==> src/common/cache_pkg.sv <==
// cache geometry, address field types, processor request and fill beat structs
package cache_pkg;

  // geometry, per cache
  localparam int num_sets        = 64;
  localparam int words_per_block = 8;
  localparam int num_ways        = 2;

  // field widths of a byte address
  localparam int addr_w = 16;
  localparam int word_w = 16;
  localparam int tag_w  = 6;
  localparam int idx_w  = 6;
  localparam int off_w  = 3;  // word within block, byte bit below it is dropped

  typedef logic [addr_w-1:0] addr_t;
  typedef logic [word_w-1:0] word_t;
  typedef logic [tag_w-1:0]  tag_t;
  typedef logic [idx_w-1:0]  set_idx_t;
  typedef logic [off_w-1:0]  word_off_t;

  // processor request, i-cache ignores write and wdata
  typedef struct packed {
    logic  valid;
    logic  write;
    addr_t addr;
    word_t wdata;
  } cpu_req_t;

  // one word of a block fill from the controller
  typedef struct packed {
    logic      valid;
    word_off_t off;
    word_t     data;
    logic      last;   // final word of the block
  } fill_beat_t;

endpackage

==> src/common/axi_lite_pkg.sv <==
// axi4-lite bus widths, response enum and channel structs
package axi_lite_pkg;

  localparam int axi_addr_w = 16;
  localparam int axi_data_w = 16;
  localparam int axi_strb_w = axi_data_w / 8;

  typedef enum logic [1:0] {
    okay   = 2'b00,
    exokay = 2'b01,
    slverr = 2'b10,
    decerr = 2'b11
  } axi_resp_e;

  typedef struct packed {
    logic                  valid;
    logic [axi_addr_w-1:0] addr;
  } axi_ar_t;

  typedef struct packed {
    logic                  valid;
    logic [axi_addr_w-1:0] addr;
  } axi_aw_t;

  typedef struct packed {
    logic                  valid;
    logic [axi_data_w-1:0] data;
    logic [axi_strb_w-1:0] strb;
  } axi_w_t;

  typedef struct packed {
    logic                  valid;
    logic [axi_data_w-1:0] data;
    axi_resp_e             resp;
  } axi_r_t;

  typedef struct packed {
    logic      valid;
    axi_resp_e resp;
  } axi_b_t;

  // master driven side
  typedef struct packed {
    axi_aw_t aw;
    axi_w_t  w;
    axi_ar_t ar;
    logic    bready;
    logic    rready;
  } axi_req_t;

  // slave driven side
  typedef struct packed {
    logic   awready;
    logic   wready;
    logic   arready;
    axi_b_t b;
    axi_r_t r;
  } axi_rsp_t;

endpackage

==> src/verilog/mem_fill_ctrl.sv <==
// miss and write-through arbiter, eight-read block fill and single write over axi4-lite
`timescale 1ns/1ns

module mem_fill_ctrl (
  input  logic                   clk,
  input  logic                   reset,
  input  logic                   i_fill_req,
  input  cache_pkg::addr_t       i_fill_addr,
  output cache_pkg::fill_beat_t  i_beat,
  input  logic                   d_fill_req,
  input  cache_pkg::addr_t       d_fill_addr,
  output cache_pkg::fill_beat_t  d_beat,
  input  logic                   d_wt_req,
  input  cache_pkg::addr_t       d_wt_addr,
  input  cache_pkg::word_t       d_wt_data,
  output logic                   d_wt_done,
  output axi_lite_pkg::axi_req_t axi_req,
  input  axi_lite_pkg::axi_rsp_t axi_rsp,
  output logic                   bus_error
);
  import cache_pkg::*;
  import axi_lite_pkg::*;

  typedef enum logic [2:0] {
    idle,
    read_addr,
    read_data,
    write_req,
    write_resp
  } state_e;

  state_e    state_q;
  logic      owner_d_q;    // 1 when the fill belongs to the d-cache
  addr_t     addr_q;       // block base or write address
  word_t     data_q;
  word_off_t word_cnt_q;
  logic      aw_sent_q;
  logic      w_sent_q;
  logic      r_fire;
  logic      b_fire;
  logic      aw_fire;
  logic      w_fire;
  logic      last_word;
  fill_beat_t beat;

  assign r_fire    = axi_req.rready & axi_rsp.r.valid;
  assign b_fire    = axi_req.bready & axi_rsp.b.valid;
  assign aw_fire   = axi_req.aw.valid & axi_rsp.awready;
  assign w_fire    = axi_req.w.valid & axi_rsp.wready;
  assign last_word = (word_cnt_q == word_off_t'(words_per_block - 1));

  // master side of the bus
  always_comb begin
    axi_req          = '0;
    axi_req.ar.valid = (state_q == read_addr);
    axi_req.ar.addr  = {addr_q[addr_w-1:off_w+1], word_cnt_q, 1'b0};
    axi_req.rready   = (state_q == read_data);
    axi_req.aw.valid = (state_q == write_req) & ~aw_sent_q;
    axi_req.aw.addr  = addr_q;
    axi_req.w.valid  = (state_q == write_req) & ~w_sent_q;
    axi_req.w.data   = data_q;
    axi_req.w.strb   = '1;  // full words only
    axi_req.bready   = (state_q == write_resp);
  end

  // r data goes straight to the owning cache
  assign beat.valid = r_fire;
  assign beat.off   = word_cnt_q;
  assign beat.data  = axi_rsp.r.data;
  assign beat.last  = last_word;

  assign i_beat    = owner_d_q ? '0 : beat;
  assign d_beat    = owner_d_q ? beat : '0;
  assign d_wt_done = b_fire;

  always_ff @(posedge clk) begin
    if (reset) begin
      state_q    <= idle;
      owner_d_q  <= 1'b0;
      word_cnt_q <= '0;
      aw_sent_q  <= 1'b0;
      w_sent_q   <= 1'b0;
      bus_error  <= 1'b0;
    end else begin
      case (state_q)
        idle: begin
          word_cnt_q <= '0;
          aw_sent_q  <= 1'b0;
          w_sent_q   <= 1'b0;
          if (d_wt_req) begin              // d write-through first
            state_q <= write_req;
          end else if (d_fill_req) begin
            owner_d_q <= 1'b1;
            state_q   <= read_addr;
          end else if (i_fill_req) begin
            owner_d_q <= 1'b0;
            state_q   <= read_addr;
          end
        end
        read_addr: if (axi_rsp.arready) state_q <= read_data;
        read_data: begin
          if (r_fire) begin
            word_cnt_q <= word_cnt_q + 1'b1;
            state_q    <= last_word ? idle : read_addr;
          end
        end
        write_req: begin
          aw_sent_q <= aw_sent_q | aw_fire;
          w_sent_q  <= w_sent_q | w_fire;
          if ((aw_sent_q | aw_fire) && (w_sent_q | w_fire)) begin
            state_q <= write_resp;
          end
        end
        write_resp: if (b_fire) state_q <= idle;
        default: state_q <= idle;
      endcase
      // sticky, any non-okay response
      if ((r_fire && axi_rsp.r.resp != okay) || (b_fire && axi_rsp.b.resp != okay)) begin
        bus_error <= 1'b1;
      end
    end
  end

  // request payload, captured when leaving idle
  always_ff @(posedge clk) begin
    if (state_q == idle) begin
      if (d_wt_req) begin
        addr_q <= d_wt_addr;
        data_q <= d_wt_data;
      end else if (d_fill_req) begin
        addr_q <= d_fill_addr;
      end else begin
        addr_q <= i_fill_addr;
      end
    end
  end

endmodule

==> config.mk <==
export PLATFORM = sky130hd
export DESIGN_NAME = mem_fill_ctrl
export DESIGN_NICKNAME = d
export VERILOG_FILES = /design/src/common/cache_pkg.sv /design/src/common/axi_lite_pkg.sv /design/src/verilog/mem_fill_ctrl.sv
export SDC_FILE = /design/constraint.sdc
export NUM_CORES = 1
export LEC_CHECK = 0
export BUFFER_PORTS_ARGS = -buffer_cell sky130_fd_sc_hd__buf_2
export CORE_ASPECT_RATIO = 0.9
export CORE_MARGIN = 3
export CORE_UTILIZATION = 43
export CTS_BUF_LIST = sky130_fd_sc_hd__clkbuf_8
export DETAILED_ROUTE_END_ITERATION = 8
export PLACE_DENSITY = 0.95
export SLEW_MARGIN = 30
export SYNTH_ARGS = -nofsm -noshare
export SYNTH_HDL_FRONTEND = slang
export SYNTH_SLANG_ARGS = --single-unit
export TNS_END_PERCENT = 1
==> constraint.sdc <==
create_clock -name clk -period 6.7 [get_ports clk]
set_clock_uncertainty 0.2 [all_clocks]
set_input_delay 1.005 -clock clk [delete_from_list [all_inputs] [get_ports clk]]
set_output_delay 1.005 -clock clk [all_outputs]
set_load 0.01 [all_outputs]
==> metrics, run 1 <==
status=completed; wirelength, routed=6.580 mm; number of port buffers=189; Post-CTS Resized=0; fin nets=483; setup bufs post-CTS=0; Ant. Diodes=0; LEAKAGE=1.658 nW; CTS tree=yes; commonest non-fill, non-tap cell in the layout=buf_2; max_cap viols=0; Adder-Cell Fraction of Synth Area=0.01098; setup slack, reg-to-reg=3970 ps; critical path class=reg2out; Core Region=4985 µm²; Inserted Clock Buffers=5; synthesis-stage register bit count=42; Congestion Overflow GR=0; Post-synth ARST share=0; mux contribution to synthesized area=0.07025; Filler Cell Count=422; setup TNS=0 ps; Final Hold Viols=0; gpl congestion=0.8627; hold buffer count at cts=0; layout cell share with drive strength beyond 1=0.5206; Pre-antenna DRT Iters=4; Synth cell types=35; Arr. time, crit path=1680 ps; Worst-Margin Slew=698.0 ps; Period minus WS final=2881 ps; vias in the first global route=1,968; Detail Route Antenna Nets=0; Remaining DRCs=0; maximum clock frequency=0.3471 GHz; Area contributors post-synth=edfxtp_1 (42%), dfxtp_1 (8.8%), mux2i_1 (7.0%), and2_1 (6.0%), buf_4 (5.9%); Syn Std Cell Area=2280 µm²; dpl hpwl=5.344 mm; CP Buf/Inv Count=1; Hold/Removal Path Class=reg2reg; largest family of logic cells by synthesized area=simple AND/OR/NAND/NOR gates; RSZ-0062 raised after global routing=false; CP endpoint kind=output pin; crit-path leading delay family=simple AND/OR/NAND/NOR gates; Root Buffer=clkbuf_8; Post-Synth Simple-Gate Area=0.2267; Yosys Warn Count=0; Seq/Total Area, Yosys=0.5093; CP max stage delay=550 ps; vias=2,149; Post-synth EDFFs=32; Worst-path clk slew=80 ps; syn_area_per_cell=10.36 µm²; period utilisation layout=0.4300; setup violators final=0; DR WL/cell=14.53 µm; post-synth top area share=0.4215; clk_lat worst skew=280 ps; CP Cell Sequence=nor3b_1 -> nand2_1 -> nor2_1 -> buf_2; first-pass GRT wire length=9.425 mm; Ports=193; critical path fanouts, max=13; max-slew violations=0; Site Rows=24; via-per-instance ratio=4.744; initial antenna violation count=0; Post-Synthesis Cells=220; crit start category=register; Pwr Total=0.0008970 W; H-tree depth=2; Starting Density=0.4573; most frequent cells in the layout=buf_2 (189), edfxtp_1 (32), and2_1 (22); height of the die=75.08 µm; Synth area leader=edfxtp_1; slew margin rel.=0.5346; pwr/cell area=278.8 nW/µm²; die footprint=6212 µm²; die width=82.75 µm; post-synthesis compound-gate area fraction=0.08617; worst ir drop on vdd=135.7 µV; Top FF cell, synth=edfxtp_1; maximum buffer depth of the clock tree=2; GR Util All Layers=0.1989; area grow syn2layout=41.11%; WP data required=5490 ps; CP max-delay cell=dfxtp_1; Initial DRC Count=71; XOR/XNOR share of the synthesized area=0; clock sinks=42; pin count of the biggest net entering global routing=44
[synth_stat cells (2+ instances only)]
cell	number
mux2i_1	16
o21ai_0	16
ha_1	2
and2_1	22
or3_1	3
edfxtp_1	32
nor4b_1	3
nor2b_1	20
nor3_1	4
dfxtp_1	10
nor2_1	6
buf_4	18
nor3b_1	3
nand2_1	20
nand3_1	5
buf_6	3
inv_1	2
buf_2	2
clkbuf_1	7
o21ai_1	4
conb_1	2
a21oi_1	7
[worst paths after layout]
kind / start / endpoint / depth (start not counted)
setup / recovery: state_q[1]$_SDFFE_PP0P_ / i_beat[20] / 4
hold / removal: bus_error$_SDFFE_PP0P_ / bus_error$_SDFFE_PP0P_ / 2
setup reg to reg: state_q[0]$_SDFFE_PP0P_ / data_q[13]$_DFFE_PP_ / 3
hold reg to reg: bus_error$_SDFFE_PP0P_ / bus_error$_SDFFE_PP0P_ / 2
[where the power goes]
part	switching, W	leakage, nW	internal, W
Clock	0.0000844	0.0556	0.000110
Sequential	0.0000430	0.394	0.000360
Combinational	0.000175	1.21	0.000125
[metrics by stage]
stage | utilization | setup WS, ps | hold slack (ps) | instance area [µm²] | std cells
global route | 0.6453 | 3636 | 288.9 | 3217 | 453
detailed placement | 0.6230 | 3960 | 254.7 | 3105 | 445
global placement | 0.6230 | 4025 | 247.8 | 3105 | 445
floorplan | - | 4225 | 278.6 | 2283 | 221
finish | 0.6453 | 3819 | 266.7 | 3217 | 453
CTS | 0.6451 | 3697 | 266.1 | 3216 | 453
[worst reg2reg max path: stages, from the launching register on]
cell	delay, ps
dfxtp_1	430
or3_1	520
inv_1	540
and2_1	690
[layer usage]
| layer | vias up | track usage | wire [µm] |
|---|---|---|---|
| li1 | 1075 | - | - |
| met1 | 964 | 0.2219 | 2414 |
| met2 | 106 | 0.3888 | 3583 |
| met3 | 4 | 0.03828 | 551 |
| met4 | 0 | 0.04356 | 31 |
| met5 | - | 0 | 0 |
[logic make-up (layout without fill, tap and decap cells)]
logic type	after synthesis	after routing
muxes	16	16
other	2	3
DFF	42	42
buffers and inverters	32	199
adders and majority gates	2	2
AOI/OAI and AO/OA	34	34
and+or+nand+nor	92	92
[state kept, by name, summed over array words and instances (netlist names)]
name        flops
word_cnt_q      3
addr_q         16
state_q         3
owner_d_q       1
bus_error       1
w_sent_q        1
aw_sent_q       1
data_q         16
[area by class of cell]
class | instances | area [µm²] | share of cell area
sequential | 42 | 1162 | 0.3613
timing repair buffer | 189 | 945.9 | 0.2940
clock buffer | 5 | 68.82 | 0.02139
inverter | 2 | 7.507 | 0.002334
multi-input combinational | 147 | 909.6 | 0.2828
clock inverter | 3 | 41.29 | 0.01284
tap | 65 | 81.33 | 0.02528
(Power assumes the default switching activity.)
==> inputs of run 2 (changes only) <==
--- a/config.mk
+++ b/config.mk
@@ -5,13 +5,14 @@
 export SDC_FILE = /design/constraint.sdc
 export NUM_CORES = 1
 export LEC_CHECK = 0
+export ABC_AREA = 1
 export BUFFER_PORTS_ARGS = -buffer_cell sky130_fd_sc_hd__buf_2
 export CORE_ASPECT_RATIO = 0.9
 export CORE_MARGIN = 3
-export CORE_UTILIZATION = 43
+export CORE_UTILIZATION = 40
 export CTS_BUF_LIST = sky130_fd_sc_hd__clkbuf_8
 export DETAILED_ROUTE_END_ITERATION = 8
-export PLACE_DENSITY = 0.95
+export PLACE_DENSITY = 0.93
 export SLEW_MARGIN = 30
 export SYNTH_ARGS = -nofsm -noshare
 export SYNTH_HDL_FRONTEND = slang
==> constraint.sdc (replaced) <==
create_clock -name clk -period 2.8 [get_ports clk]
set_clock_uncertainty 0.2 [all_clocks]
set_input_delay 0.42 -clock clk [delete_from_list [all_inputs] [get_ports clk]]
set_output_delay 0.42 -clock clk [all_outputs]
set_load 0.01 [all_outputs]
==> run 2 against run 1 <==
Against the previous run:
- sequential share of layout area fell by 0.97 points
- register-to-register slack got worse by 3100 ps
- die area rose by 10%
- via count is 18% higher
- hold slack got worse by 170 ps
- cell area rose by 2.6%
- count of clock-buffer cells in the layout unchanged
- critical endpoint is now axi_req[54]
- largest power group is now combinational cells
==> metrics, run 2 <==
max-slew violations=0 (unchanged); Arr. time, crit path=1640 ps (-40 ps); CP max stage delay=570 ps (+20 ps); grt met1 use=0.2190 (-0.002870); critical path class=reg2out; die width=86.79 µm (+4.9%); status=completed; Starting Density=0.4293 (-0.02807); CP Buf/Inv Count=3 (+2); met2 GRT Util=0.3687 (-0.02005); wirelength, routed=7.160 mm (+8.8%); setup bufs post-CTS=0 (unchanged); synthesis-stage register bit count=42 (unchanged); WP data required=2180 ps (-3310 ps); commonest non-fill, non-tap cell in the layout=buf_2; setup violators final=0 (unchanged); most frequent cell after synthesis=inv_1; CP max-delay cell=dfxtp_1; Layout Cells excl Fill=536 (+18%); Congestion Overflow GR=0 (unchanged); Pwr Total=0.002425 W (+170%); Post-Synthesis Cells=297 (+35%); Yosys Warn Count=0 (unchanged); Hold/Removal Path Class=in2reg; Detail Route Antenna Nets=0 (unchanged); critical path fanouts, max=10 (-3); crit-path leading delay family=flip-flops; Syn Std Cell Area=2350 µm² (+3.1%); most frequent cells in the layout=buf_2 (189), inv_1 (51), nand2_1 (49); Seq/Total Area, Yosys=0.4941 (-0.01519); Top FF cell, synth=edfxtp_1; CP Cell Sequence=inv_2 -> nor3_1 -> inv_1 -> nor2_1 -> buf_2; Area contributors post-synth=edfxtp_1 (41%), dfxtp_1 (8.5%), inv_1 (8.1%), a21oi_1 (8.1%), nand2_1 (7.8%); Period minus WS final=2259 ps; initial antenna violation count=0 (unchanged); height of the die=78.71 µm (+4.8%); hold buffer count at cts=0 (unchanged); post-synth top area share=0.4089 (-0.01257); Post-synth ARST share=0 (unchanged); clk_lat worst skew=290 ps (about the same); area grow syn2layout=40.52%; Ant. Diodes=0 (unchanged); first-pass GRT wire length=10.82 mm (+15%); GR Util All Layers=0.1982 (-0.0006889); max_cap viols=0 (unchanged); via-per-instance ratio=4.735 (-0.19%); Root Buffer=clkbuf_8; Initial DRC Count=97 (+37%); vias in the first global route=2,440 (+24%); CTS tree=yes; dpl hpwl=5.781 mm (+8.2%); fin nets=564 (+17%); Synth area leader=edfxtp_1; met3 Use GR=0.03838 (+0.0001042); layout cell share with drive strength beyond 1=0.4627 (-0.05793); RSZ-0062 raised after global routing=false; Final Hold Viols=0 (unchanged); Pre-antenna DRT Iters=4 (unchanged); Remaining DRCs=0 (unchanged); DR WL/cell=13.36 µm (-8.0%); pwr/cell area=734.3 nW/µm² (+160%); pin count of the biggest net entering global routing=44 (unchanged); vias=2,538 (+18%); LEAKAGE=1.945 nW (+17%); Ports=193 (unchanged); Post-synth top cells=inv_1 (51), nand2_1 (49), nor2_1 (48), a21oi_1 (38), edfxtp_1 (32); crit start category=register; Core Region=5474 µm² (+9.8%); period utilisation layout=0.8069; H-tree depth=2 (unchanged); Post-synth EDFFs=32 (unchanged); placed cells=528 (+19%); clock sinks=42 (unchanged); gpl congestion=0.8222 (-4.7%); Post-CTS Resized=0 (unchanged); busiest grt layer=met2; die footprint=6831 µm² (+10%); CP endpoint kind=output pin; maximum clock frequency=0.4426 GHz; Inserted Clock Buffers=5 (unchanged); Site Rows=25 (+4.2%); syn_area_per_cell=7.912 µm² (-24%); Synth cell types=29 (-17%); maximum buffer depth of the clock tree=2 (unchanged); setup TNS=0 ps (unchanged); Worst-path clk slew=90 ps (about the same); largest registers=addr_q (16), data_q (16); number of port buffers=189 (unchanged); worst ir drop on vdd=528.4 µV (+290%)
run 2: cell count changes in the layout (fill, tap and decap cells not counted), sizes merged, moves of 3 or more:
cell	delta
a21oi	+30
and2	-23
inv	+55
mux2i	-16
nand2	+32
nand3	+3
nor2	+47
nor2b	-20
nor3b	-3
nor4b	-3
o21ai	-16
or3	-3
run 2: where the power goes:
part	leakage, nW	switching, W	total [W]	internal, W
clock network	0.0416	0.000206	0.000377	0.000171
registers	0.386	0.000108	0.00102	0.000912
logic	1.52	0.000646	0.00103	0.000381
run 2: kinds of logic after synthesis:
kind of cell / after synthesis / share of synthesized area
AOI/OAI and AO/OA: 44 / 0.09798
adders and majority gates: 2 / 0.01065
buffers and inverters: 86 / 0.1699
DFF: 42 / 0.4941
other: 2 / 0.003196
and+or+nand+nor: 121 / 0.2242
run 2: final cells by class:
type / instances / area, µm²
fill: 462 / 2172
multi-input combinational: 170 / 793.3
clock inverter: 3 / 16.27
inverter: 58 / 217.7
clock buffer: 5 / 68.82
timing repair buffer: 191 / 960.9
tap: 67 / 83.83
sequential: 42 / 1161
run 2: worst paths after layout:
kind                                 from  slack [ps]  depth (start not counted)                     end
setup / recovery  state_q[1]$_SDFFE_PP0P_         540                          5             axi_req[54]
hold / removal               d_wt_data[6]         100                          1     data_q[6]$_DFFE_PP_
setup reg to reg  state_q[0]$_SDFFE_PP0P_         920                          4     data_q[1]$_DFFE_PP_
hold reg to reg    bus_error$_SDFFE_PP0P_         260                          2  bus_error$_SDFFE_PP0P_
run 2: per-stage QoR:
stage          area, µm²    util  hold WS [ps]  worst slack [ps]
6_report            3302  0.6032         101.3             540.6
5_1_grt             3302  0.6032         85.87             411.1
4_1_cts             3302  0.6032         92.19             538.9
3_5_place_dp        3217  0.5877         245.2             650.7
3_3_place_gp        3217  0.5877         236.6             757.4
2_1_floorplan       2354       -         289.1             805.1
run 2: layer usage:
metal / part of all wire / wire length [µm]
met1: 0.37 / 2672
met2: 0.51 / 3656
met3: 0.094 / 676
met4: 0.022 / 155
met5: 0 / 0
==> inputs of run 3 (changes only) <==
==> constraint.sdc (replaced) <==
create_clock -name clk -period 2.3 [get_ports clk]
set_clock_uncertainty 0.2 [all_clocks]
set_input_delay 0.345 -clock clk [delete_from_list [all_inputs] [get_ports clk]]
set_output_delay 0.345 -clock clk [all_outputs]
set_load 0.01 [all_outputs]
==> run 3 against run 2 <==
Against the previous run:
- cell area increased by 0.80%
- sequential cell count is the same
- routed wire length down 1.9%
- critical path type unchanged
==> metrics, run 3 (synthesis results as in run 2) <==
Worst-path clk slew=90 ps (about the same); Root Buffer=clkbuf_8; most frequent cells in the layout=buf_2 (189), inv_1 (52), nand2_1 (49); Core Region=5474 µm² (unchanged); dpl hpwl=5.661 mm (-2.1%); Net Sw Power=0.001156 W (+20%); maximum clock frequency=0.4616 GHz; die footprint=6831 µm² (unchanged); CP Cell Sequence=inv_2 -> nor3_1 -> inv_1 -> nor2_1 -> buf_2; via-per-instance ratio=4.625 (-2.3%); Site Rows=25 (unchanged); hold buffer count at cts=0 (unchanged); first-pass GRT wire length=10.74 mm (-0.77%); layout cell share with drive strength beyond 1=0.4648 (+0.002132); setup violators final=0 (unchanged); clock sinks=42 (unchanged); CTS tree=yes; sw frac=0.3789 (-0.01745); Pwr Total=0.003051 W (+26%); H-tree depth=2 (unchanged); largest registers=addr_q (16), data_q (16); number of port buffers=189 (unchanged); CP endpoint kind=output pin; Layout Cells excl Fill=536 (unchanged); fin nets=564 (unchanged); DR WL/cell=13.10 µm (-1.9%); wirelength, routed=7.021 mm (-1.9%); CP max stage delay=550 ps (-20 ps); crit start category=register; clk_lat worst skew=290 ps (about the same); critical path class=reg2out; status=completed; Period minus WS final=2166 ps; DP Worst Slack=441.7 ps (-209.0 ps); GR Util All Layers=0.1981 (about the same); setup TNS=0 ps (unchanged); Inserted Clock Buffers=5 (unchanged); pwr/cell area=916.6 nW/µm² (+25%); Cell Int Power=0.001895 W (+29%); max_cap viols=0 (unchanged); height of the die=78.71 µm (unchanged); critical path fanouts, max=8 (-2); Pre-antenna DRT Iters=4 (unchanged); power share of the clock group=0.184 (+0.028); maximum buffer depth of the clock tree=2 (unchanged); Congestion Overflow GR=0 (unchanged); Ports=193 (unchanged); Detail Route Antenna Nets=0 (unchanged); LEAKAGE=1.960 nW (+0.73%); RSZ-0062 raised after global routing=false; worst ir drop on vdd=762.6 µV (+44%); initial antenna violation count=0 (unchanged); Starting Density=0.4293 (unchanged); Final Hold Viols=0 (unchanged); die width=86.79 µm (unchanged); crit-path leading delay family=flip-flops; Ant. Diodes=0 (unchanged); setup bufs post-CTS=0 (unchanged); WP data required=1750 ps (-430 ps); Remaining DRCs=0 (unchanged); placed cells=528 (unchanged); final design utilization=0.6080 (+0.004800); max-slew violations=0 (unchanged); Hold/Removal Path Class=in2reg; Arr. time, crit path=1620 ps (-20 ps); area grow syn2layout=41.64%; vias in the first global route=2,383 (-2.3%); Initial DRC Count=127 (+31%); final setup margin=133.8 ps (-406.9 ps); period utilisation layout=0.9418; CP max-delay cell=dfxtp_1; Flop pwr share=0.407 (-0.014); gpl congestion=0.8833 (+7.4%); pin count of the biggest net entering global routing=44 (unchanged); Comb pwr share=0.408 (-0.016); vias=2,479 (-2.3%); CP Buf/Inv Count=3 (unchanged); commonest non-fill, non-tap cell in the layout=buf_2
run 3: cell count changes in the layout (fill, tap and decap cells not counted), sizes merged:
| cell | delta |
|---|---|
| bufinv | +1 |
| inv | +1 |
| clkinv | -2 |
run 3: power groups by stage:
| stage | sequential (W) | combinational (W) | clock [W] |
|---|---|---|---|
| after floorplan | 0.00132 | 0.000773 | 0 |
| after global placement | 0.00124 | 0.00123 | 0 |
| after detailed placement | 0.00126 | 0.00126 | 0 |
| after CTS | 0.00124 | 0.00126 | 0.000578 |
| after global routing | 0.00127 | 0.00139 | 0.000619 |
| final | 0.00124 | 0.00125 | 0.000561 |
run 3: worst register-to-register path: cells and delay by family, from the launching register on:
family | cells | cell delay, ps
DFF | 1 | 430
and+or+nand+nor | 4 | 560
AOI/OAI and AO/OA | 1 | 40
buffers and inverters | 1 | 310
run 3: stage by stage:
| step | instance area, µm² | hold slack, ps |
|---|---|---|
| floorplan | 2354 | 214.1 |
| global placement | 3217 | 240.4 |
| detailed placement | 3217 | 246.1 |
| CTS | 3327 | 15.74 |
| global route | 3328 | 0.8014 |
| finish | 3328 | 28.42 |
run 3: layout make-up:
class                   instances  area, µm²
clock buffers                   5      68.82
inverters                      58      217.7
repair buffers                191      960.9
multi-input cells             170      793.3
well taps                      67      83.83
flip-flops and latches         42       1162
clock inverters                 3      41.29
fillers                       461       2146
run 3: path summary, 6_finish.rpt:
kind / start / to / slack [ps] / cells past startpoint
hold / removal: d_wt_data[2] / data_q[2]$_DFFE_PP_ / 30 / 1
setup / recovery: state_q[0]$_SDFFE_PP0P_ / axi_req[37] / 130 / 5
setup reg to reg: state_q[0]$_SDFFE_PP0P_ / word_cnt_q[0]$_SDFFE_PP0P_ / 650 / 6
hold reg to reg: bus_error$_SDFFE_PP0P_ / bus_error$_SDFFE_PP0P_ / 270 / 2
run 3: per-layer routing:
layer,track usage,wire length (µm),up-vias,part of all wire
met4,0.06698,126,0,0.018
met1,0.2317,2696,1070,0.38
met3,0.04253,640,12,0.091
met2,0.3551,3557,145,0.51
li1,-,-,1252,-
met5,0,0,-,0
run 3: repair_timing:
item                                   4_1_cts  5_1_grt
endpoints found under the hold margin        0        0
setup endpoints to repair                    0        2
resized for setup                            0        1
